## config.mk

```make
export PLATFORM = sky130hd
export DESIGN_NAME = bfly_sum_path
export DESIGN_NICKNAME = d
export VERILOG_FILES = /design/src/verilog/fft_pkg.sv /design/src/verilog/bfly_sum_path.sv
export SDC_FILE = /design/constraint.sdc
export NUM_CORES = 1
export LEC_CHECK = 0
export BUFFER_PORTS_ARGS = -buffer_cell sky130_fd_sc_hd__buf_4
export CORE_AREA = 2 2 262 264
export DETAILED_ROUTE_END_ITERATION = 8
export DIE_AREA = 0 0 264 266
export RECOVER_POWER = 100
export SYNTH_ARGS = -nofsm -noshare
export SYNTH_HDL_FRONTEND = slang
export SYNTH_SLANG_ARGS = --single-unit
```

## constraint.sdc

```tcl
create_clock -name clk -period 1.55 [get_ports clk]
set_clock_uncertainty 0.1 [all_clocks]
set_input_delay 0.155 -clock clk [delete_from_list [all_inputs] [get_ports clk]]
set_output_delay 0.155 -clock clk [all_outputs]
set_load 0.005 [all_outputs]
```

## src/verilog/fft_pkg.sv

```systemverilog
package fft_pkg;

    localparam int NLANES = 16;     // complex lanes per beat
    localparam int IN_W   = 14;
    localparam int SUM_W  = 15;     // one growth bit for sum or difference
    localparam int OUT_W  = 16;
    localparam int TW_W   = 10;     // Q2.8, 256 is 1.0
    localparam int PROD_W = 24;

    // clamp range of the 14-bit sample
    localparam int SAT_MAX = 8191;
    localparam int SAT_MIN = -8192;

    localparam int RND_SHIFT = 8;
    localparam int RND_BIAS  = 128;  // half an lsb of the shifted result

    // twiddle pairs, indexed by beat count / 4
    localparam logic signed [TW_W-1:0] TW_SUM_RE [4] = '{
        10'sd256, 10'sd256, 10'sd256, 10'sd181
    };
    localparam logic signed [TW_W-1:0] TW_SUM_IM [4] = '{
        10'sd256, 10'sd0, 10'sd256, -10'sd181
    };
    localparam logic signed [TW_W-1:0] TW_DIF_RE [4] = '{
        10'sd0, 10'sd0, 10'sd0, -10'sd181
    };
    localparam logic signed [TW_W-1:0] TW_DIF_IM [4] = '{
        10'sd0, -10'sd256, 10'sd0, -10'sd181
    };

endpackage

```

## src/verilog/bfly_sum_path.sv

```systemverilog
module bfly_sum_path import fft_pkg::*; (
    input  logic                   clk,
    input  logic                   rstn,
    input  logic                   valid_i,
    input  logic signed [IN_W-1:0] in_re_i [NLANES],
    input  logic signed [IN_W-1:0] in_im_i [NLANES],
    output logic signed [IN_W-1:0] sum_re_o [NLANES/2],
    output logic signed [IN_W-1:0] sum_im_o [NLANES/2]
);

    logic signed [SUM_W-1:0] raw_re [NLANES/2];
    logic signed [SUM_W-1:0] raw_im [NLANES/2];

    function automatic logic signed [IN_W-1:0] clamp(input logic signed [SUM_W-1:0] x);
        if (x > SUM_W'(SAT_MAX))
            return IN_W'(SAT_MAX);
        if (x < SUM_W'(SAT_MIN))
            return IN_W'(SAT_MIN);
        return x[IN_W-1:0];
    endfunction

    // raw sums, taken only on valid beats
    always_ff @(posedge clk or negedge rstn) begin
        if (!rstn) begin
            for (int p = 0; p < NLANES/2; p++) begin
                raw_re[p] <= '0;
                raw_im[p] <= '0;
            end
        end else if (valid_i) begin
            for (int g = 0; g < NLANES/4; g++) begin
                for (int j = 0; j < 2; j++) begin
                    raw_re[2*g+j] <= SUM_W'(in_re_i[4*g+j]) + SUM_W'(in_re_i[4*g+j+2]);
                    raw_im[2*g+j] <= SUM_W'(in_im_i[4*g+j]) + SUM_W'(in_im_i[4*g+j+2]);
                end
            end
        end
    end

    always_ff @(posedge clk or negedge rstn) begin
        if (!rstn) begin
            for (int p = 0; p < NLANES/2; p++) begin
                sum_re_o[p] <= '0;
                sum_im_o[p] <= '0;
            end
        end else begin
            for (int p = 0; p < NLANES/2; p++) begin
                sum_re_o[p] <= clamp(raw_re[p]);
                sum_im_o[p] <= clamp(raw_im[p]);
            end
        end
    end

endmodule

```

==> metrics.txt <==
Placed Cells ~4500; H-tree levels 2; Post-Syn Area roughly 27000 um2; Layout Cells excl Fill roughly 4800; Async SR Flop Fraction 100%; CP required roughly 1.9 ns; Initial Utilization just under 40%; Area after DPL around 38000 um2; CTS Sinks around 460; Pwr Density around 1100 nW/um2; Avg WL per Cell 20.7 um; final net count ~4500; drt initial violations approximately 1400; crit path DAT between 2 and 2.5 ns; Post-Syn Nets about 3300; element type at the critical path end flip-flop; number of flops mapped to enable cells by yosys 0; unrepaired setup endpoints after global routing yes; register area share after synthesis around 43%; gr usage total 27.2%; Final ANT Viol Nets 0; Vias roughly 25000; DIE AREA roughly 70000 um2; max-cap violations 0; CTS Root Buffer Type clkbuf_16; fill cell count roughly 5500; Leak Pwr about 19 nW; area occupied by multi-input gates approximately 17000 um2; type of the worst setup path in2reg; die width about 260 um; vias in the first global route approximately 26000; pin count of the biggest net entering global routing 57; Placeable Area just under 70000 um2; final wirelength around 99000 um; clock slew at reported path FFs around 0.060 ns; post-DP HPWL a little under 80000 um; failing checks negative hold slack, negative setup slack; setup TNS -12.31 ns; synthesis-to-layout area growth 58.2%; port bufs 674; Avg Vias per Cell ~5.3; r2r worst-path depth 2; Core Rows between 90 and 100; initial antenna violation count 13; hold path cells 5; final hold slack -0.00918 ns; crit start category input port; final hold vios 1; syn_area_per_cell between 10 and 15 um2; share of layout cells above drive strength 1 between 40% and 50%; clk_lat worst skew 0.62 ns; slew margin rel. between 40% and 50%; drt pass-1 iters 6; Syn. warnings 0; Worst Path Max Fanout 3; max-slew violations 0; Die H between 200 and 300 um; residual DRC count 0; final setup vio count around 250; Post-Place Worst Slack -0.983 ns; # IOs around 680; CTS tree built; Netlist cell types approximately 70; Num CTS Buffers 55; CTS max path bufs 3; Fmax around 570 MHz; Core Util, Final between 60% and 70%; Reg area approximately 12000 um2; routability cong. approximately 0.94; Least-Margin Pin Slew 0.801 ns; Design Area, Final ~43000 um2; Seq cells post-synth ~460; first-pass GRT wire length between 100000 and 150000 um; Tcrit/Tclk final 114%; status finished, violations left; fin crit period 1.77 ns; GR Overflow Total 0; Post-synth top flop dfrtp_1; worst setup slack after layout -0.215 ns; worst min-delay path class in2reg; Mapped Cells roughly 2600; maximum vdd drop slightly above 0.9 mV
## area by class of cell
cell class,instances,area share [%]
Multi-Input combinational cell,1923,39.7
Clock buffer,73,3.72
Tap cell,882,2.59
Inverter,61,0.544
Sequential cell,464,27.3
Clock inverter,27,0.794
Antenna cell,6,0.0353
Timing Repair Buffer,1327,25.3
## power by group
part	internal, mW	switching (mW)	total, mW	leakage, nW
clock	8.32	5.39	13.7	0.955
combinational	9.11	7.00	16.1	13.1
sequential	15.2	2.36	17.6	5.36
total	32.7	14.8	47.4	19.4
## worst max-delay path, cell delays in order
cell      delay, ns
buf_6          0.10
ha_4           0.15
fa_2           0.40
a211oi_4       0.24
o21bai_1       0.11
a2111o_1       0.38
a221oi_2       0.28
xnor2_1        0.09
mux2_4         0.25
## cell families after synthesis
family / Yosys count / synth area share, %
AND/OR/NAND/NOR: 544 / 9.30
AO/OA/AOI/OAI: 705 / 17.3
buffers and inverters: 177 / 2.47
flip-flops: 464 / 43.2
multiplexers: 152 / 6.37
adder cells (fa/ha/maj): 382 / 16.9
XOR/XNOR: 140 / 4.56
## through the flow
stage                     hold WS, ns  total power, mW
after CTS                     -0.0818             47.3
final                        -0.00918             47.4
after detailed placement      -0.0318             32.8
after floorplan                -0.241             24.1
after global routing          0.00838             49.8
after global placement        -0.0293             32.5
## cells in the mapped netlist (11+ instances only)
| master | instances | area (um2) |
|---|---|---|
| a21oi_1 | 139 | 696 |
| a211oi_1 | 68 | 510 |
| o21a_1 | 20 | 150 |
| inv_1 | 61 | 229 |
| o2bb2ai_1 | 15 | 131 |
| o31ai_1 | 11 | 82.6 |
| mux2_2 | 149 | 1680 |
| ha_1 | 224 | 2800 |
| dfrtp_1 | 464 | 11600 |
| and3_1 | 16 | 100 |
| or2_2 | 15 | 93.8 |
| o211ai_1 | 23 | 173 |
| a211o_1 | 20 | 175 |
| o21ai_0 | 190 | 951 |
| o21bai_1 | 28 | 210 |
| nor3_1 | 37 | 185 |
| nand4_1 | 15 | 93.8 |
| xor2_1 | 45 | 394 |
| nor2_1 | 192 | 721 |
| xnor2_1 | 95 | 832 |
| nand3_1 | 42 | 210 |
| maj3_1 | 142 | 1420 |
| nand2_1 | 157 | 589 |
| fa_1 | 16 | 320 |
| buf_1 | 16 | 60.1 |
| a21o_1 | 85 | 638 |
| nor2b_1 | 16 | 100 |
| clkbuf_1 | 99 | 372 |
| nand3b_1 | 13 | 97.6 |
| a31oi_1 | 31 | 194 |
## per-layer routing
metal  track usage (%)  vias up  part of all wire, %
met5                 0        -                 0.10
met4              12.2       14                  4.6
met3              5.37      213                  5.9
met2              46.2      719                   49
met1              33.4    12400                   41
li1                  -    11900                    -
## worst paths after layout
kind                              startpoint            to  slack, ns
worst min register to register    raw_re[89]  sum_re_o[83]       0.27
worst max register to register    raw_re[13]    raw_re[13]       0.10
worst min-delay path            in_im_i[139]    raw_im[88]     -0.009
worst max-delay path            in_re_i[168]   raw_re[102]      -0.22
min in group asynchronous               rstn  sum_im_o[48]       0.59
max in group asynchronous               rstn    raw_im[13]      -0.10
## state kept, by name (all words and copies together), names as in the netlist
| name | count |
|---|---|
| sum_re_o | 112 |
| raw_im | 120 |
| raw_re | 120 |
| sum_im_o | 112 |
## repair_timing
| action | in CTS | in global routing |
|---|---|---|
| hold buffers | 141 | 6 |
| endpoints found under the setup margin | 28 | 103 |
| pin swaps | 45 | 96 |
| gates resized for setup | 34 | 139 |
| hold endpoints to repair | 569 | 26 |
| gates cloned | 0 | 0 |
| setup buffers | 12 | 22 |
## layout by cell type (no fill, tap or decap), types with 55 or more instances in the layout
master and n:
a21o_1 84, a21oi_1 109, buf_4 1127, clkbuf_16 55
dfrtp_1 463, dlygate4sd3_1 133, ha_1 128, ha_4 87
inv_1 59, maj3_1 142, mux2_2 114, nand2_1 155
nor2_1 189, o21ai_0 127, xnor2_1 92
(Power assumes the default switching activity.)
