### src/verilog/fft_pkg.sv
package fft_pkg;

    localparam int NLANES = 16;     // complex lanes per beat
    localparam int IN_W   = 14;
    localparam int SUM_W  = 15;     // one growth bit for sum or difference
    localparam int OUT_W  = 16;
    localparam int TW_W   = 10;     // Q2.8, 256 is 1.0
    localparam int PROD_W = 24;

    // clamp range of the 14-bit sample
    localparam int SAT_MAX = 8191;
    localparam int SAT_MIN = -8192;

    localparam int RND_SHIFT = 8;
    localparam int RND_BIAS  = 128;  // half an lsb of the shifted result

    // twiddle pairs, indexed by beat count / 4
    localparam logic signed [TW_W-1:0] TW_SUM_RE [4] = '{
        10'sd256, 10'sd256, 10'sd256, 10'sd181
    };
    localparam logic signed [TW_W-1:0] TW_SUM_IM [4] = '{
        10'sd256, 10'sd0, 10'sd256, -10'sd181
    };
    localparam logic signed [TW_W-1:0] TW_DIF_RE [4] = '{
        10'sd0, 10'sd0, 10'sd0, -10'sd181
    };
    localparam logic signed [TW_W-1:0] TW_DIF_IM [4] = '{
        10'sd0, -10'sd256, 10'sd0, -10'sd181
    };

endpackage

### src/verilog/bfly_diff_path.sv
module bfly_diff_path import fft_pkg::*; (
    input  logic                   clk,
    input  logic                   rstn,
    input  logic                   valid_i,
    input  logic signed [IN_W-1:0] in_re_i [NLANES],
    input  logic signed [IN_W-1:0] in_im_i [NLANES],
    output logic signed [IN_W-1:0] dif_re_o [NLANES/2],
    output logic signed [IN_W-1:0] dif_im_o [NLANES/2]
);

    logic signed [SUM_W-1:0] raw_re [NLANES/2];
    logic signed [SUM_W-1:0] raw_im [NLANES/2];

    // opposite-sign full scale inputs overflow here, so clamp instead of wrap
    function automatic logic signed [IN_W-1:0] clamp(input logic signed [SUM_W-1:0] x);
        if (x > SUM_W'(SAT_MAX))
            return IN_W'(SAT_MAX);
        if (x < SUM_W'(SAT_MIN))
            return IN_W'(SAT_MIN);
        return x[IN_W-1:0];
    endfunction

    always_ff @(posedge clk or negedge rstn) begin
        if (!rstn) begin
            for (int p = 0; p < NLANES/2; p++) begin
                raw_re[p] <= '0;
                raw_im[p] <= '0;
            end
        end else if (valid_i) begin
            for (int g = 0; g < NLANES/4; g++) begin
                for (int j = 0; j < 2; j++) begin
                    // lower lane minus upper lane
                    raw_re[2*g+j] <= SUM_W'(in_re_i[4*g+j]) - SUM_W'(in_re_i[4*g+j+2]);
                    raw_im[2*g+j] <= SUM_W'(in_im_i[4*g+j]) - SUM_W'(in_im_i[4*g+j+2]);
                end
            end
        end
    end

    always_ff @(posedge clk or negedge rstn) begin
        if (!rstn) begin
            for (int p = 0; p < NLANES/2; p++) begin
                dif_re_o[p] <= '0;
                dif_im_o[p] <= '0;
            end
        end else begin
            for (int p = 0; p < NLANES/2; p++) begin
                dif_re_o[p] <= clamp(raw_re[p]);
                dif_im_o[p] <= clamp(raw_im[p]);
            end
        end
    end

endmodule

### config.mk
export PLATFORM = sky130hd
export DESIGN_NAME = bfly_diff_path
export DESIGN_NICKNAME = d
export VERILOG_FILES = /design/src/verilog/fft_pkg.sv /design/src/verilog/bfly_diff_path.sv
export SDC_FILE = /design/constraint.sdc
export NUM_CORES = 1
export LEC_CHECK = 0
export BUFFER_PORTS_ARGS = -buffer_cell sky130_fd_sc_hd__buf_4
export CORE_MARGIN = 4
export CORE_UTILIZATION = 30
export DETAILED_ROUTE_END_ITERATION = 16
export PLACE_DENSITY = 0.51
export SLEW_MARGIN = 20
export SYNTH_ARGS = -nofsm -noshare
export SYNTH_HDL_FRONTEND = slang
export SYNTH_SLANG_ARGS = --single-unit
### constraint.sdc
create_clock -name clk -period 1.41 [get_ports clk]
set_clock_uncertainty 0.15 [all_clocks]
set_input_delay 0.141 -clock clk [delete_from_list [all_inputs] [get_ports clk]]
set_output_delay 0.141 -clock clk [all_outputs]
set_load 0.005 [all_outputs]
==> impl_metrics.toml <==
[status]
status = "complete, but fails checks"
violations = "negative hold slack, negative setup slack"

[die]
start_util_pct = 30.2
io_pins = 675
die-area_um2 = 97200
num_rows = 111
die_w_um = 312
coreArea_um2 = 91500
die_y_um = 312

[synthesis]
synth_edf_count = 0
ys_types = 74
async_flop_share_pct = 100
synth_area_leaders = "dfrtp_1, ha_1, maj3_1"
synth.avg_cell_area_um2 = 9.65
ys_seq_area_share_pct = 42.0
yosysTopAreaCellShare_pct = 42.0
ys_ff_latch = 464
synth_warnings = 0
syn-instance-count = 2869
synth.net_count = 3560
synth_top_area_cell = "dfrtp_1"
syn_area_um2 = 27700
ys.flop_type = "dfrtp_1"

[placed_design]
port-buffer-count = 674
dp_slack_ps = -1150
place_congestion = 0.883
place_hpwl_mm = 81.4

[drt]
wl_met3_mm = 5.54
remaining_drc_errors = 0
drt_iter0_drc = 1093
wl_met1_mm = 43.2
dr_wl_met2_mm = 53.3
vias = 26400
firstDrtPassIters = 5
post_drt_wl_per_cell_um = 18.8
wl_mm = 105
vias_per_cell = 4.71
top_layer_used = "met5"
ant_nets = 0

[worst_setup_path]
critPathMostFrequentCell = "o21a_1"
worst-path-max-fanout = 2
start_kind = "input pin"
path_cells = "buf_8, inv_8, ha_4, fa_2, nor2b_1, o21a_1, o21a_1, or2_4, a221o_1, xor2_1, mux2_4"
cpMaxStageDelayCell = "a221o_1"
required_ps = 1770
cp_data_arrival_time_ps = 2000
critPathMaxStageDelay_ps = 310
ff2ff_path_depth = 1
crit_family = "compound AO/OA/AOI/OAI gates"
path_class = "input pin to flop"
worst-path-stages = 11
worstSetupEndpointType = "flop"
path_buf_inv = 2

[timing]
worst_slack_ps = -231
period_minus_slack_ps = 1640
setup_viol = 200
period_share_pct = 116
hold_violations = 5
rsz0062_at_grt = "yes"
drv_slew = 0
setup_tns_ps = -9920
max-slew-margin-rel_pct = 60.4
whs_ps = -56.2
max_freq_mhz = 609
tightest_slew_ps = 594

[cts]
cts_tree = "built"
clk_latency_ps = 620
clockBufferDepth = 3
clock_sinks = 464
clk_pin_slew_worst_paths_ps = 60
cts.htree.levels = 2
numCtsBuffers = 58
cts-root-buf = "clkbuf_16"

[pwr]
power.switching_mw = 17.2
power_frac_seq_pct = 34.5
p_clk_share_pct = 28.5
p_per_area_nw_per_um2 = 1140
ir_drop_v = 0.000912
p_int_mw = 38.1
combPwrFrac_pct = 37.0
p_sw_share_pct = 31.2
p_leak_nw = 22.2

[finish]
final_nets = 5067
area_delta_synth_final_pct = 75.2
drive_gt1_share_pct = 44.9

[global_route]
grt_pass1_wl_mm = 161
grt_overflow = 0
track_usage_pct = 21.0
grt_pass1_vias = 27900
grt_start_max_net_pins = 74
antenna_found_initial = 7

[hold_path]
holdCritPathClass = "input pin to flop"
min_path_cells = 5

[run]
max_cap_viol_count = 0
repair_timing:
| item | CTS | global route |
|---|---|---|
| endpoints found under the setup margin | 304 | 382 |
| pin swaps | 114 | 146 |
| cloned | 0 | 0 |
| resized for setup | 350 | 226 |
| buffers inserted | 18 | 27 |
| hold endpoints to repair | 678 | 15 |
| hold buffers | 297 | 9 |
final cells by class:
| cell class | count | area (um2) |
|---|---|---|
| Antenna cell | 5 | 12.5 |
| Clock buffer | 79 | 1720 |
| Clock inverter | 30 | 313 |
| Fill cell | 8308 | 43000 |
| Inverter | 306 | 1500 |
| Multi-Input combinational cell | 1980 | 17800 |
| Sequential cell | 464 | 11600 |
| Tap cell | 1186 | 1480 |
| Timing Repair Buffer | 1566 | 14000 |
cells in the mapped netlist (12+ instances only):
cell type / count
nand2_1: 222
o211ai_1: 33
clkbuf_1: 107
xnor2_1: 82
o31ai_1: 45
fa_1: 16
maj3_1: 124
inv_1: 305
nor3_1: 57
buf_1: 12
a21boi_0: 12
nor2b_1: 38
nor3b_1: 16
a21o_1: 45
nand3_1: 39
nand2b_1: 32
o21a_1: 69
dfrtp_1: 464
a211oi_1: 40
nor2_1: 167
ha_1: 224
a31oi_1: 24
o21ai_0: 204
a21oi_1: 152
mux2_2: 103
xor2_1: 25
nand3b_1: 22
and3_1: 18
cell usage in the layout (no fill, tap or decap), types with 16 or more instances in the layout:
master | synthesis | final
dfrtp_1 | 464 | 457
inv_2 | 0 | 26
nor3_1 | 57 | 46
ha_4 | 0 | 114
o21a_1 | 69 | 67
a21oi_4 | 1 | 23
dlygate4sd3_1 | 0 | 292
a31oi_1 | 24 | 16
a21oi_2 | 3 | 55
mux2_4 | 0 | 43
maj3_1 | 124 | 124
xnor2_1 | 82 | 80
nand3b_1 | 22 | 22
xor2_1 | 25 | 24
buf_8 | 0 | 20
a211oi_1 | 40 | 24
o21ai_2 | 3 | 31
o21ai_0 | 204 | 147
nand2b_1 | 32 | 28
buf_4 | 0 | 951
nor2b_1 | 38 | 23
a21oi_1 | 152 | 78
buf_12 | 0 | 30
ha_1 | 224 | 107
nand3_2 | 0 | 16
and3_1 | 18 | 16
inv_1 | 305 | 230
o31ai_1 | 45 | 27
fa_2 | 0 | 16
o21ai_1 | 1 | 26
a21o_1 | 45 | 45
o211ai_1 | 33 | 33
mux2_2 | 103 | 60
buf_6 | 0 | 265
clkbuf_16 | 0 | 61
nand3_1 | 39 | 22
nand2_1 | 222 | 213
nor2_1 | 167 | 157
state kept, by name (all words and copies together), names as in the netlist:
signal,count
dif_re_o,112
raw_re,120
raw_im,120
dif_im_o,112
worst paths after layout:
path	startpoint	to	slack [ps]
setup / recovery	in_im_i[154]	raw_im[85]	-230
hold reg to reg	raw_re[89]	dif_re_o[83]	240
setup reg to reg	raw_re[118]	dif_re_o[98]	80
hold / removal	in_re_i[85]	raw_re[33]	-60
max in group asynchronous	rstn	dif_re_o[76]	160
min in group asynchronous	rstn	raw_im[114]	20
power groups by stage:
stage | sequential [mW] | clock [mW] | combinational [mW]
after global placement | 19.0 | 0 | 17.3
final | 19.1 | 15.8 | 20.4
after floorplan | 18.3 | 0 | 8.24
after detailed placement | 19.0 | 0 | 17.4
after global routing | 19.5 | 16.8 | 22.2
after CTS | 19.1 | 16.3 | 19.9
cells by family after synthesis:
group                      after synthesis  synth area share [%]
xor gates and xnor gates               107                  3.39
adders and majority gates              364                  15.8
AOI/OAI and AO/OA                      724                  17.0
buffers and inverters                  425                  5.77
muxes                                  104                  4.23
DFF                                    464                  42.0
and+or+nand+nor                        681                  11.9
layer usage:
metal | up-vias | global-route usage [%]
met5 | - | 0
li1 | 13100 | -
met4 | 4 | 6.18
met1 | 12700 | 25.0
met3 | 154 | 4.58
met2 | 529 | 37.8
through the flow:
stage / util (%) / power, mW / hold WS (ps) / std cells / cell area [um2]
after floorplan: - / 26.5 / -305 / 2869 / 30100
after global placement: 44.3 / 36.2 / -135 / 5160 / 40600
after detailed placement: 44.3 / 36.3 / -128 / 5160 / 40600
after CTS: 51.5 / 55.3 / -136 / 5581 / 47100
after global routing: 53.0 / 58.5 / -48.4 / 5615 / 48500
final: 53.0 / 55.3 / -56.2 / 5616 / 48500
worst min-delay path: cells and delay by family:
family          cells  cell delay [ps]
simple gates        1               40
fa+ha+maj           1              150
buf+inv             1              100
compound gates      2              240
Power figures use the tool's default switching activity.
